File: config.mk
export PLATFORM = sky130hd
export DESIGN_NAME = host_mux_src_top
export DESIGN_NICKNAME = d
export VERILOG_FILES = /design/src/hw/host_mux_pkg.sv /design/src/hw/mux_cmd_queue.sv /design/src/hw/host_beat_fifo.sv /design/src/hw/host_stream_router.sv /design/src/hw/host_mux_src_top.sv
export SDC_FILE = /design/constraint.sdc
export NUM_CORES = 1
export LEC_CHECK = 0
export BUFFER_PORTS_ARGS = -buffer_cell sky130_fd_sc_hd__buf_4
export CAP_MARGIN = 20
export CORE_MARGIN = 2
export CORE_UTILIZATION = 55
export DETAILED_ROUTE_END_ITERATION = 10
export PLACE_DENSITY = 0.76
export SLEW_MARGIN = 20
export SYNTH_ARGS = -nofsm -noshare
export SYNTH_HDL_FRONTEND = slang
export SYNTH_SLANG_ARGS = --single-unit
export TNS_END_PERCENT = 5
File: constraint.sdc
create_clock -name aclk -period 27.1 [get_ports aclk]
set_clock_uncertainty 0.2 [all_clocks]
set_input_delay 4.065 -clock aclk [delete_from_list [all_inputs] [get_ports aclk]]
set_output_delay 4.065 -clock aclk [all_outputs]
set_load 0.02 [all_outputs]
File: src/hw/host_mux_pkg.sv
// ----------------------------------------
// Host mux shared definitions
// Stream widths and the command and beat
// records used across the receive path
// ----------------------------------------

package host_mux_pkg;

  // ----------------------------------------
  // Widths
  // ----------------------------------------

  // Host stream data width
  localparam int DATA_BITS = 64;

  // One keep bit per data byte
  localparam int KEEP_BITS = DATA_BITS / 8;

  // Region number for up to 16 regions
  localparam int VFID_BITS = 4;

  // Beat count of one run
  localparam int BLEN_BITS = 8;

  // ----------------------------------------
  // Routing command
  // ----------------------------------------

  // One command describes one run of beats
  // len holds the beat count minus one
  // last marks a run that closes a packet
  typedef struct packed {
    logic [VFID_BITS-1:0] vfid;
    logic [BLEN_BITS-1:0] len;
    logic                 last;
  } mux_cmd_t;

  // ----------------------------------------
  // Stream beat
  // ----------------------------------------

  // Data, byte enables and packet end
  // Same layout on the host side and on
  // every region port
  typedef struct packed {
    logic [DATA_BITS-1:0] data;
    logic [KEEP_BITS-1:0] keep;
    logic                 last;
  } axis_beat_t;

  // Record widths for reference
  localparam int CMD_BITS  = $bits(mux_cmd_t);
  localparam int BEAT_BITS = $bits(axis_beat_t);

endpackage

File: src/hw/mux_cmd_queue.sv
// ----------------------------------------
// Routing command queue
// Circular buffer holding commands ahead
// of their data, oldest at the output
// ----------------------------------------

`timescale 1ns/1ps

module mux_cmd_queue #(
  // Power of two, at least 2
  parameter int CMD_DEPTH = 4
) (
  input  logic                   aclk,
  input  logic                   aresetn,

  // Command input
  input  logic                   in_valid,
  output logic                   in_ready,
  input  host_mux_pkg::mux_cmd_t in_cmd,

  // Command head towards the router
  output logic                   out_valid,
  input  logic                   out_ready,
  output host_mux_pkg::mux_cmd_t out_cmd
);

  import host_mux_pkg::*;

  localparam int PTR_W = $clog2(CMD_DEPTH);
  localparam int CNT_W = $clog2(CMD_DEPTH + 1);

  // ----------------------------------------
  // Storage and pointers
  // ----------------------------------------

  // Command slots
  mux_cmd_t mem [CMD_DEPTH];

  logic [PTR_W-1:0] wr_ptr;
  logic [PTR_W-1:0] rd_ptr;
  logic [CNT_W-1:0] count;

  logic full;
  logic empty;
  logic wr_en;
  logic rd_en;

  // Status from occupancy
  assign full  = (count == CNT_W'(CMD_DEPTH));
  assign empty = (count == '0);

  // Full queue still takes a write when the head leaves
  assign in_ready  = !full || out_ready;
  assign out_valid = !empty;
  assign out_cmd   = mem[rd_ptr];

  assign wr_en = in_valid && in_ready;
  assign rd_en = out_valid && out_ready;

  // ----------------------------------------
  // Write side
  // ----------------------------------------

  always_ff @(posedge aclk) begin
    if (wr_en) begin
      mem[wr_ptr] <= in_cmd;
    end
  end

  // ----------------------------------------
  // Pointer and count update
  // ----------------------------------------

  always_ff @(posedge aclk) begin
    if (!aresetn) begin
      wr_ptr <= '0;
      rd_ptr <= '0;
      count  <= '0;
    end else begin
      // Pointers wrap on their own width
      if (wr_en) begin
        wr_ptr <= wr_ptr + 1'b1;
      end
      if (rd_en) begin
        rd_ptr <= rd_ptr + 1'b1;
      end
      // Simultaneous push and pop leave count alone
      case ({wr_en, rd_en})
        2'b10:   count <= count + 1'b1;
        2'b01:   count <= count - 1'b1;
        default: count <= count;
      endcase
    end
  end

endmodule

File: src/hw/host_beat_fifo.sv
// ----------------------------------------
// Host beat FIFO
// Buffers host stream beats with keep and
// last, decoupling host bursts from slow
// region ports
// ----------------------------------------

`timescale 1ns/1ps

module host_beat_fifo #(
  // Power of two, at least 2
  parameter int BEAT_DEPTH = 8
) (
  input  logic                     aclk,
  input  logic                     aresetn,

  // Host side
  input  logic                     in_valid,
  output logic                     in_ready,
  input  host_mux_pkg::axis_beat_t in_beat,

  // Beat head towards the router
  output logic                     out_valid,
  input  logic                     out_ready,
  output host_mux_pkg::axis_beat_t out_beat
);

  import host_mux_pkg::*;

  localparam int PTR_W = $clog2(BEAT_DEPTH);
  localparam int CNT_W = $clog2(BEAT_DEPTH + 1);

  // ----------------------------------------
  // Storage and pointers
  // ----------------------------------------

  // Beat slots
  axis_beat_t mem [BEAT_DEPTH];

  logic [PTR_W-1:0] wr_ptr;
  logic [PTR_W-1:0] rd_ptr;
  // Entries held
  logic [CNT_W-1:0] count;

  logic full;
  logic empty;
  logic push;
  logic pop;

  assign full  = (count == CNT_W'(BEAT_DEPTH));
  assign empty = (count == '0);

  // Ready also when full if the head drains this cycle
  assign in_ready = !full || out_ready;

  // Head of FIFO, read straight from the array
  assign out_valid = !empty;
  assign out_beat  = mem[rd_ptr];

  // Handshakes on both sides
  assign push = in_valid && in_ready;
  assign pop  = out_valid && out_ready;

  // ----------------------------------------
  // Beat storage
  // ----------------------------------------

  // Written entry shows at the head next cycle
  always_ff @(posedge aclk) begin
    if (push) begin
      mem[wr_ptr] <= in_beat;
    end
  end

  // ----------------------------------------
  // Control state
  // ----------------------------------------

  always_ff @(posedge aclk) begin
    if (!aresetn) begin
      wr_ptr <= '0;
      rd_ptr <= '0;
      count  <= '0;
    end else begin
      if (push) begin
        wr_ptr <= wr_ptr + 1'b1;
      end
      if (pop) begin
        rd_ptr <= rd_ptr + 1'b1;
      end
      // Occupancy
      case ({push, pop})
        2'b10:   count <= count + 1'b1;
        2'b01:   count <= count - 1'b1;
        default: count <= count;
      endcase
    end
  end

endmodule

File: src/hw/host_stream_router.sv
// ----------------------------------------
// Host stream router
// Command-driven demultiplexer from one
// beat stream to N region streams
// Runs for unknown regions are discarded
// ----------------------------------------

`timescale 1ns/1ps

module host_stream_router #(
  // Region ports, 1 to 16
  parameter int N_ID = 4
) (
  input  logic                                aclk,
  input  logic                                aresetn,

  // Command head
  input  logic                                cmd_valid,
  output logic                                cmd_ready,
  input  host_mux_pkg::mux_cmd_t              cmd,

  // Beat head
  input  logic                                beat_valid,
  output logic                                beat_ready,
  input  host_mux_pkg::axis_beat_t            beat,

  // Region ports
  output logic [N_ID-1:0]                     m_axis_valid,
  input  logic [N_ID-1:0]                     m_axis_ready,
  output host_mux_pkg::axis_beat_t [N_ID-1:0] m_axis
);

  import host_mux_pkg::*;

  // ----------------------------------------
  // State
  // ----------------------------------------

  typedef enum logic {
    ST_IDLE,
    ST_ROUTE
  } state_t;

  state_t state_q;
  state_t state_d;

  // Current run
  logic [VFID_BITS-1:0] vfid_q;
  logic [VFID_BITS-1:0] vfid_d;
  logic [BLEN_BITS-1:0] cnt_q;
  logic [BLEN_BITS-1:0] cnt_d;
  logic                 last_q;
  logic                 last_d;

  // Run targets an existing port
  logic hit;
  // Ready of the selected port
  logic port_ready;
  logic beat_xfer;
  // Final beat of the run transfers
  logic run_done;
  logic take_cmd;

  // ----------------------------------------
  // Beat steering
  // ----------------------------------------

  assign hit = (state_q == ST_ROUTE) && (int'(vfid_q) < N_ID);

  // Pick the ready of the selected region
  always_comb begin
    port_ready = 1'b0;
    for (int i = 0; i < N_ID; i++) begin
      if (int'(vfid_q) == i) begin
        port_ready = m_axis_ready[i];
      end
    end
  end

  // Payload fans out to every port
  // only the selected one sees valid
  always_comb begin
    for (int i = 0; i < N_ID; i++) begin
      m_axis[i].data  = beat.data;
      m_axis[i].keep  = beat.keep;
      // Packet end only when the run closes one
      m_axis[i].last  = beat.last & last_q;
      m_axis_valid[i] = hit && (int'(vfid_q) == i) && beat_valid;
    end
  end

  // Discard runs sink beats at full rate
  always_comb begin
    if (state_q != ST_ROUTE) begin
      beat_ready = 1'b0;
    end else if (hit) begin
      beat_ready = port_ready;
    end else begin
      beat_ready = 1'b1;
    end
  end

  assign beat_xfer = beat_valid && beat_ready;
  assign run_done  = (state_q == ST_ROUTE) && beat_xfer && (cnt_q == '0);

  // ----------------------------------------
  // Command intake
  // ----------------------------------------

  // Next command taken when idle or on the
  // closing beat, so runs follow without a gap
  assign cmd_ready = (state_q == ST_IDLE) || run_done;
  assign take_cmd  = cmd_valid && cmd_ready;

  // ----------------------------------------
  // Next state and run registers
  // ----------------------------------------

  always_comb begin
    state_d = state_q;
    vfid_d  = vfid_q;
    cnt_d   = cnt_q;
    last_d  = last_q;

    if (take_cmd) begin
      // Load a fresh run
      state_d = ST_ROUTE;
      vfid_d  = cmd.vfid;
      cnt_d   = cmd.len;
      last_d  = cmd.last;
    end else if (run_done) begin
      // No command waiting
      state_d = ST_IDLE;
    end else if ((state_q == ST_ROUTE) && beat_xfer) begin
      cnt_d = cnt_q - 1'b1;
    end
  end

  always_ff @(posedge aclk) begin
    if (!aresetn) begin
      state_q <= ST_IDLE;
      vfid_q  <= '0;
      cnt_q   <= '0;
      last_q  <= 1'b0;
    end else begin
      state_q <= state_d;
      vfid_q  <= vfid_d;
      cnt_q   <= cnt_d;
      last_q  <= last_d;
    end
  end

endmodule

File: src/hw/host_mux_src_top.sv
// ----------------------------------------
// Host mux source top level
// Command queue and beat FIFO feeding the
// stream router towards the region ports
// ----------------------------------------

`timescale 1ns/1ps

module host_mux_src_top #(
  parameter int N_ID       = 4,
  parameter int CMD_DEPTH  = 4,
  parameter int BEAT_DEPTH = 8
) (
  input  logic                                aclk,
  input  logic                                aresetn,

  // Routing commands
  input  logic                                s_cmd_valid,
  output logic                                s_cmd_ready,
  input  host_mux_pkg::mux_cmd_t              s_cmd,

  // Host stream
  input  logic                                s_axis_valid,
  output logic                                s_axis_ready,
  input  host_mux_pkg::axis_beat_t            s_axis,

  // Region streams
  output logic [N_ID-1:0]                     m_axis_valid,
  input  logic [N_ID-1:0]                     m_axis_ready,
  output host_mux_pkg::axis_beat_t [N_ID-1:0] m_axis
);

  import host_mux_pkg::*;

  // ----------------------------------------
  // Heads towards the router
  // ----------------------------------------

  logic       cmd_valid;
  logic       cmd_ready;
  mux_cmd_t   cmd;

  logic       beat_valid;
  logic       beat_ready;
  axis_beat_t beat;

  // Command path
  mux_cmd_queue #(
    .CMD_DEPTH (CMD_DEPTH)
  ) u_cmd_queue (
    .aclk      (aclk),
    .aresetn   (aresetn),
    .in_valid  (s_cmd_valid),
    .in_ready  (s_cmd_ready),
    .in_cmd    (s_cmd),
    .out_valid (cmd_valid),
    .out_ready (cmd_ready),
    .out_cmd   (cmd)
  );

  // Data path
  host_beat_fifo #(
    .BEAT_DEPTH (BEAT_DEPTH)
  ) u_beat_fifo (
    .aclk      (aclk),
    .aresetn   (aresetn),
    .in_valid  (s_axis_valid),
    .in_ready  (s_axis_ready),
    .in_beat   (s_axis),
    .out_valid (beat_valid),
    .out_ready (beat_ready),
    .out_beat  (beat)
  );

  // Joins both heads and steers each run
  host_stream_router #(
    .N_ID (N_ID)
  ) u_router (
    .aclk         (aclk),
    .aresetn      (aresetn),
    .cmd_valid    (cmd_valid),
    .cmd_ready    (cmd_ready),
    .cmd          (cmd),
    .beat_valid   (beat_valid),
    .beat_ready   (beat_ready),
    .beat         (beat),
    .m_axis_valid (m_axis_valid),
    .m_axis_ready (m_axis_ready),
    .m_axis       (m_axis)
  );

endmodule

Word-level counts from Yosys, hierarchy flattened
Memories as Yosys holds them, arrays and structs flattened. A register that Yosys moved wholly into a read port is not among the register bits.
Index checks and enable logic that the tools add are counted.
Operators by class
  reduce and logical (&&, ||, !) cells: 31
  magnitude comparators: 1
  add/subtract/negate cells: 9
  multiplexer cells: 21
  bitwise logic cells: 2
  equality and inequality tests: 10
Operators with widths (count)
  $mux W8: 3
  $logic_and A1 B1 Y1: 15
  $mux W1: 12
  $add A3 B1 Y3 const B: 3
  $eq A4 B3 Y1 const B: 2
  $logic_not A4 Y1: 2
  $logic_not A8 Y1: 1
  $pmux W4 S2: 1
  $reduce_bool A2 Y1: 4
  $sub A8 B1 Y8 const B: 1
  $mux W3: 2
  $pmux W3 S2: 1
  $add A2 B1 Y2 const B: 2
  $add A4 B1 Y4 const B: 1
  $eq A2 B1 Y1 const B: 2
  $eq A2 B2 Y1 const B: 2
  $eq A4 B2 Y1 const B: 1
  $eq A4 B4 Y1 const B: 1
  $logic_not A1 Y1: 4
  $lt A4 B3 Y1 const B: 1
  $mux W2: 2
  $sub A4 B1 Y4 const B: 1
  $eq A3 B3 Y1 const B: 1
  $logic_not A3 Y1: 1
  6 further kinds: 8
Word-level totals
  bits in writable memories: 636
  output and inout bits: 298
  memories: 2
  logic and storage cells: 86
  bits of input ports: 94
  register bits after elaboration: 31
Memories
  u_beat_fifo.mem: depth 8, bits a word 73, read ports 1, clocked after Yosys merged registers in 1, write ports 1, RTL line host_beat_fifo.sv:38  | axis_beat_t mem [BEAT_DEPTH];
  u_cmd_queue.mem: depth 4, bits a word 13, read ports 1, clocked after Yosys merged registers in 1, write ports 1, RTL line mux_cmd_queue.sv:37  | mux_cmd_t mem [CMD_DEPTH];

Depth between registers and ports, before layout
Gate-level depths: netlist (run 1).
  depth after elaboration: 15
  depth in mapped cells: 13
  depth with buffers taken out: 13

Hierarchy
From an unflattened synthesis (run 1), not the netlist that was laid out.
Unflattened totals
  cells, all modules: 1432
  area, all modules: 28596.2 um2
By module, submodules not included
  host_beat_fifo: sequential area each 17797.1 um2, instances 1, area each 23179.7 um2, cells each 917
  host_stream_router: sequential area each 280.3 um2, instances 1, area each 3065.4 um2, cells each 396
  mux_cmd_queue: sequential area each 1741.7 um2, instances 1, area each 2351.0 um2, cells each 119

Worst setup path after synthesis (run 1)
OpenSTA, ideal clock, no wires.
  path kind: input to register
  start: input m_axis_ready[3]
  end: memory u_beat_fifo.mem[2][0] (netlist bit) (enable)
  stages: 4
  required time: 26.191 ns
  data arrival time: 12.295 ns
  slack: 13.896 ns
  path buffers: 0
  library setup time: 0.709 ns
  cell sequence: mux2i_1 -> a221oi_1 -> o21ai_1 -> nor4b_1
Between the ends
  cells in the longest elaborated chain, start to end: 7
RTL lines
  start, declared: RTL line host_mux_src_top.sv:29  | input logic [N_ID-1:0] m_axis_ready,
  $mux W1: RTL line host_stream_router.sv:74  | if (int'(vfid_q) == i) begin
  $mux W1: RTL line host_stream_router.sv:96  | end else if (hit) begin
  $mux W1: RTL line host_stream_router.sv:94  | if (state_q != ST_ROUTE) begin
  $logic_or A1 B1 Y1: RTL line host_beat_fifo.sv:54  | assign in_ready = !full || out_ready;
  $logic_and A1 B1 Y1: RTL line host_beat_fifo.sv:61  | assign push = in_valid && in_ready;
  $mux W1: RTL line host_beat_fifo.sv:70  | if (push) begin
  $mux W1 (implied by the code): RTL line host_beat_fifo.sv:71  | mem[wr_ptr] <= in_beat;
  end, declared: RTL line host_beat_fifo.sv:38
Every way passes these cells.

Worst setup path in the final report (run 1)
  start: input m_axis_ready[3]
  end: output s_cmd_ready
Between the ends
  cells in the longest elaborated chain, start to end: 8
RTL lines
  $mux W1: RTL line host_stream_router.sv:74
  $mux W1: RTL line host_stream_router.sv:96
  $mux W1: RTL line host_stream_router.sv:94
  $logic_and A1 B1 Y1: RTL line host_stream_router.sv:103  | assign beat_xfer = beat_valid && beat_ready;
  $logic_and A1 B1 Y1 (2 in a row): RTL line host_stream_router.sv:104  | assign run_done = (state_q == ST_ROUTE) && beat_xfer && (cnt_q == '0);
  $logic_or A1 B1 Y1: RTL line host_stream_router.sv:112  | assign cmd_ready = (state_q == ST_IDLE) || run_done;
  $logic_or A1 B1 Y1: RTL line mux_cmd_queue.sv:53  | assign in_ready = !full || out_ready;
  end, declared: RTL line host_mux_src_top.sv:19  | output logic s_cmd_ready,
Every way passes these cells.

==> results of run 1 <==
==> layout make-up <==
class | instances | share of cell area (%)
inverters | 19 | 0.227
flip-flops and latches | 672 | 63.0
clock inverters | 32 | 0.668
diodes | 2 | 0.0159
clock buffers | 84 | 5.70
well taps | 664 | 2.64
multi-input cells | 414 | 17.9
repair buffers | 413 | 9.85
==> worst paths after layout <==
kind                                       endpoint  slack (ps)  cells after the start
setup / recovery                        s_cmd_ready       17440                      6
hold / removal                            flip-flop         280                      2
setup reg to reg  u_cmd_queue.count[2]$_SDFFE_PN0P_       23450                     12
hold reg to reg                           flip-flop         280                      2
==> critical path: cells and delay by family <==
kind            cells  cell delay, ps
compound gates      2             570
buf+inv             2             270
simple gates        1             270
mux                 1             210
==> synthesized netlist by cell type, types with 2 or more instances <==
| cell | number | area [um2] |
|---|---|---|
| a21oi_1 | 17 | 85.1 |
| a22o_1 | 2 | 17.5 |
| a31oi_1 | 2 | 12.5 |
| and2_1 | 4 | 25.0 |
| and3_1 | 2 | 12.5 |
| buf_1 | 17 | 63.8 |
| buf_4 | 219 | 1640 |
| clkbuf_1 | 28 | 105 |
| dfxtp_1 | 36 | 721 |
| edfxtp_1 | 636 | 19100 |
| fa_1 | 2 | 40.0 |
| ha_1 | 11 | 138 |
| inv_1 | 17 | 63.8 |
| inv_2 | 2 | 7.51 |
| mux2_2 | 73 | 822 |
| mux2i_1 | 11 | 110 |
| mux4_2 | 159 | 3580 |
| nand2_1 | 13 | 48.8 |
| nand3_1 | 9 | 45.0 |
| nor2_1 | 35 | 131 |
| nor3_1 | 10 | 50.1 |
| nor3b_1 | 4 | 30.0 |
| nor4_1 | 6 | 37.5 |
| nor4b_1 | 3 | 26.3 |
| o2111ai_1 | 2 | 17.5 |
| o211ai_1 | 4 | 30.0 |
| o21ai_0 | 6 | 30.0 |
| o21ai_1 | 4 | 20.0 |
| o22ai_1 | 2 | 12.5 |
| or2_2 | 2 | 12.5 |
| or3_1 | 6 | 37.5 |
| xnor2_1 | 5 | 43.8 |
| xor2_1 | 6 | 52.6 |
==> flip-flops by register name, indices dropped and copies added (netlist names), 2 cells and up, named ones only <==
register,flops
u_beat_fifo.count,4
u_cmd_queue.wr_ptr,2
u_cmd_queue.mem,52
u_beat_fifo.rd_ptr,3
u_router.vfid_q,4
u_beat_fifo.wr_ptr,3
u_router.cnt_q,8
u_cmd_queue.rd_ptr,2
u_cmd_queue.count,3
u_beat_fifo.mem,584
==> stage by stage <==
step                      std cells  instance area (um2)  worst slack (ps)
final                          2300                31500             17440
after global routing           2300                31500             17330
after CTS                      2298                31500             17430
after detailed placement       2182                29500             17440
after global placement         2182                29500             17450
after floorplan                1371                27300             13900
==> layer usage <==
layer / wire (um) / GRT usage [%] / up-vias
li1: - / - / 5694
met1: 21300 / 27.5 / 6794
met2: 28000 / 35.6 / 516
met3: 3830 / 4.33 / 82
met4: 988 / 6.49 / 12
met5: 82 / 0 / -
==> cell families (layout without fill, tap and decap cells) <==
logic type,Yosys count,count (layout),share of synthesized area (%)
other cells,0,2,0
flops,672,672,72.6
buf+inv,285,548,6.96
fa+ha+maj,13,13,0.651
compound gates,47,47,1.08
simple gates,100,100,1.85
mux,243,243,16.5
xor+xnor,11,11,0.353
==> power by group <==
| part | total, mW | internal, mW | switching (mW) |
|---|---|---|---|
| clock | 0.853 | 0.480 | 0.373 |
| sequential | 1.23 | 1.19 | 0.0359 |
| combinational | 0.795 | 0.356 | 0.439 |
| total | 2.87 | 2.03 | 0.848 |
==> cells in the final DEF, fill, tap and decap left out, drive strengths merged, types with 3 or more instances in the layout <==
| master | count |
|---|---|
| a21oi | 18 |
| nand3 | 9 |
| xnor2 | 5 |
| nor3b | 4 |
| clkbuf | 84 |
| or3 | 6 |
| nor3 | 10 |
| clkinv | 25 |
| dfxtp | 36 |
| edfxtp | 636 |
| nor2 | 35 |
| o211ai | 4 |
| ha | 11 |
| mux2 | 73 |
| xor2 | 6 |
| o21ai | 10 |
| buf | 413 |
| mux4 | 159 |
| nor4 | 6 |
| nand2 | 13 |
| and2 | 4 |
| nor4b | 3 |
| mux2i | 11 |
| inv | 23 |
==> run summary, run 1 <==
IO Port Bufs -> 391
Achievable Freq -> 0.104 GHz
CP Data Required Time -> 22840 ps
Hold/Removal Path Class -> flip-flop to flip-flop
die height -> 227 um
final core occ -> 64.3%
Top FF cell, synth -> edfxtp_1
Synth Register Bits -> 672
critical-path maximum fanout -> 8
maximum buffer depth of the clock tree -> 3
global-route wire length before repair -> 79100 um
CP most frequent cell -> buf_4
CTS tree -> yes
std cell rows -> 81
Worst path slowest cell -> a31o_2
fill count -> 3224
Placer Congestion -> 0.810
Pleak -> 10.6 nW
vias in the first global route -> 13100
ratio of final minimum period to clock period -> 35.6%
peak supply drop -> 0.0640 mV
Cell variety after synth -> 49
hold path start -> u_beat_fifo.rd_ptr[1]$_SDFFE_PN0N_
largest net degree at the start of global routing -> 75
Die Width -> 227 um
Async S/R FF share, synth -> 0%
Setup Buffers After CTS -> 0
crit path DAT -> 5390 ps
Reg area -> 19800 um2
Reg clk slew, reported paths -> 60 ps
Finish-stage setup viols -> 0
total grt overflow -> 0
CP cell instances -> buf_4 > mux2i_1 > a22oi_1 > a31o_2 > or2_2 > buf_4
Starting Density -> 55.8%
syn nets -> 1478
# IOs -> 392
Gate Count Post-Synth -> 1371
Final ANT Viol Nets -> 0
kind of critical path -> primary input to primary output
Avg Cell Area, Syn -> 19.9 um2
initial antenna violation count -> 8
Hold WS -> 284 ps
yosys warns -> 0
GRT Overall Usage -> 21.0%
number of CTS-inserted buffers -> 67
mean routed wirelength per cell -> 23.6 um
first-iteration detailed-routing DRC count -> 1153
Critical Path Sink Type -> primary output
vias -> 13100
CTS H-tree depth -> 3
Netlist Area Pre-Place -> 27300 um2
CTS Root Cell -> clkbuf_16
RR Startpoint -> u_router.cnt_q[0]$_SDFFE_PN0P_
DP HPWL -> 30400 um
Area Growth Syn to Fin -> 15.3%
hold_buf cts -> 0
Pwr per Cell Area -> 91.3 nW/um2
nets -> 1694
Fin Setup TNS -> 0 ps
max incr delay on CP -> 300 ps
PnR Total Power -> 2.87 mW
Slew Limit Headroom -> 25.2%
maxcap violations -> 0
RSZ-0062 raised after global routing -> false
via/cell ratio -> 5.69
number of synthesized flops with an enable pin -> 636
Final Hold Violating Endpoints -> 0
die area -> 51400 um2
worst slew pin tran -> 1120 ps
share of layout cells above drive strength 1 -> 46.0%
core area -> 49000 um2
min Tclk post-route -> 9660 ps
number of gates resized after CTS -> 0
crit path launch -> m_axis_ready[3]
drt pass-1 iters -> 5
worst-skew pair later-pin latency -> 590 ps
CTS Sinks -> 672
DRT Wirelength -> 54200 um
Multi-input gate area -> 5630 um2
post-synthesis sequential area ratio -> 72.6%
DR DRC count -> 0
status -> finished, final reports clean
Startpoint Class -> primary input
max-slew violations -> 0
No activity file was read; power rests on OpenSTA's default activity.
==> run 2: changes to the inputs <==
- clock period: 27.1 -> 10 ns (I/O delays scaled with it)
==> run 2 against run 1 <==
Effect of this change:
- clock-buffer cell count grew 8
- worst hold slack gained 16 ps
- worst setup slack lost 12000 ps
- core utilization grew 0.074 points
- non-clock buffer count shrank 1
- cell area grew 0.12%
- sequential power grew to 2.7 times the previous value
- cell count shrank 0.13%
- combinational power grew to 2.7 times the previous value
- critical path type is now flip-flop to primary output
- largest cell class unchanged
- highest routed layer unchanged
==> run summary, run 2 (synthesized netlist as in run 1, its figures left out) <==
Placer Congestion -> 0.792 (-2.3%)
Achievable Freq -> 0.209 GHz
fill count -> 3188 (-1.1%)
maxcap violations -> 0 (unchanged)
CTS Sinks -> 672 (unchanged)
number of CTS-inserted buffers -> 66 (-1.5%)
Final ANT Viol Nets -> 0 (unchanged)
Top reg by flops -> u_beat_fifo.mem
critical-path maximum fanout -> 72 (+64)
Finish-stage setup viols -> 0 (unchanged)
peak supply drop -> 0.232 mV (+260%)
CTS H-tree depth -> 3 (unchanged)
RSZ-0062 raised after global routing -> false
Area Growth Syn to Fin -> 15.4%
DP HPWL -> 30100 um (-0.82%)
total grt overflow -> 0 (unchanged)
CP most frequent cell -> buf_4
vias in the first global route -> 13300 (+1.6%)
kind of critical path -> flip-flop to primary output
number of gates resized after CTS -> 0 (unchanged)
maximum buffer depth of the clock tree -> 3 (unchanged)
Slew Limit Headroom -> 27.3% (+2.1 points)
Critical Path Sink Type -> primary output
# IOs -> 392 (unchanged)
CP Data Required Time -> 8300 ps (-14540 ps)
mean routed wirelength per cell -> 23.3 um (-0.98%)
first-iteration detailed-routing DRC count -> 999 (-13%)
Worst Slack Setup Final -> 5210 ps (-12230 ps)
initial antenna violation count -> 3 (-5)
via/cell ratio -> 5.67 (-0.51%)
core area -> 49000 um2 (unchanged)
Buf/Inv on CP -> 2 (unchanged)
DRT Wirelength -> 53600 um (-1.1%)
placed instance count -> 2180 (-0.092%)
CP cell instances -> buf_4 > mux4_2 > mux2_2 > buf_4
Reg clk slew, reported paths -> 60 ps (about the same)
Hold/Removal Path Class -> flip-flop to flip-flop
min Tclk post-route -> 4790 ps
GRT Overall Usage -> 21.0% (about the same)
Die Width -> 227 um (unchanged)
hold_buf cts -> 0 (unchanged)
Setup Buffers After CTS -> 0 (unchanged)
Final Hold Violating Endpoints -> 0 (unchanged)
CTS tree -> yes
DR DRC count -> 0 (unchanged)
max incr delay on CP -> 830 ps (+530 ps)
max-slew violations -> 0 (unchanged)
Pleak -> 10.6 nW (about the same)
std cell rows -> 81 (unchanged)
vias -> 13000 (-0.64%)
max reg flops -> 584 (unchanged)
die area -> 51400 um2 (unchanged)
CTS Root Cell -> clkbuf_16
die height -> 227 um (unchanged)
share of layout cells above drive strength 1 -> 45.7% (-0.25 points)
commonest non-fill, non-tap cell in the layout -> edfxtp_1
Worst path slowest cell -> buf_4
global-route wire length before repair -> 79300 um (+0.21%)
crit path DAT -> 3090 ps (-2300 ps)
drt pass-1 iters -> 8 (+3)
worst-skew pair later-pin latency -> 590 ps (about the same)
Non-Filler Instances -> 2297 (-0.13%)
ratio of final minimum period to clock period -> 47.9%
nets -> 1692 (-0.12%)
Starting Density -> 55.8% (unchanged)
Startpoint Class -> flip-flop
Pwr per Cell Area -> 247 nW/um2 (+170%)
largest net degree at the start of global routing -> 99 (+32%)
most frequent cells in the layout -> edfxtp_1 (636), buf_4 (410), mux4_2 (159)
CP delay by family, top -> buffers and inverters
IO Port Bufs -> 391 (unchanged)
pre-CTS WS -> 5240 ps (-12200 ps)
status -> finished, final reports clean
Largest regs -> u_beat_fifo.mem (584), u_cmd_queue.mem (52), u_router.cnt_q (8)
worst slew pin tran -> 1090 ps (-31.8 ps)
run 2: cell count changes in the layout (fill, tap and decap cells not counted):
| cell | change |
|---|---|
| clkbuf_1 | +4 |
| clkinv_1 | -1 |
| inv_16 | +1 |
| inv_6 | -3 |
| buf_4 | -3 |
| clkinv_2 | -4 |
| diode_2 | -1 |
| buf_16 | +1 |
| bufinv_16 | -1 |
| clkbuf_8 | +3 |
| clkbuf_16 | +1 |
| clkinvlp_4 | -1 |
| buf_12 | +1 |
run 2: stage by stage:
stage / utilization (%) / hold WS [ps] / instance area [um2] / total power, mW / TNS, ps
2_1_floorplan: - / 252 / 27300 / 5.09 / -93060
3_3_place_gp: 60.2 / 261 / 29500 / 5.51 / 0
3_5_place_dp: 60.2 / 290 / 29500 / 5.55 / 0
4_1_cts: 64.3 / 306 / 31500 / 7.86 / 0
5_1_grt: 64.4 / 350 / 31500 / 8.10 / 0
6_report: 64.4 / 300 / 31500 / 7.78 / 0
run 2: metal layers:
layer / global-route usage, % / wire length, um / vias up
li1: - / - / 5692
met4: 5.96 / 845 / 6
met1: 27.2 / 21300 / 6810
met2: 36.1 / 27800 / 443
met3: 4.37 / 3550 / 63
met5: 0 / 37 / -
run 2: report_power, final:
group	switching (mW)	total [mW]	internal, mW
combinational	1.19	2.17	0.972
sequential	0.0952	3.32	3.22
clock	0.984	2.30	1.31
total	2.27	7.78	5.51
run 2: area by class of cell:
class	instances	area [um2]	share of cell area, %
sequential	672	19800	62.9
multi-input combinational	414	5630	17.9
timing repair buffer	412	3130	9.92
clock buffer	92	1870	5.95
tap	664	831	2.64
clock inverter	23	143	0.453
inverter	19	71.3	0.226
antenna	1	2.50	0.00794
run 2: worst min-delay path, stage by stage, from the launching register on:
cell and delay [ps]:
dfxtp_1 330, mux2i_1 70, nor2_1 70
run 2: worst paths after layout:
check / from / end / slack, ps / cells after the start
worst max register to register: u_router.cnt_q[0]$_SDFFE_PN0P_ / u_cmd_queue.count[2]$_SDFFE_PN0P_ / 6150 / 12
worst min-delay path: u_router.last_q$_SDFFE_PN0N_ / u_router.last_q$_SDFFE_PN0N_ / 300 / 2
worst min register to register: u_router.last_q$_SDFFE_PN0N_ / u_router.last_q$_SDFFE_PN0N_ / 300 / 2
worst max-delay path: flip-flop / m_axis[235] / 5210 / 4
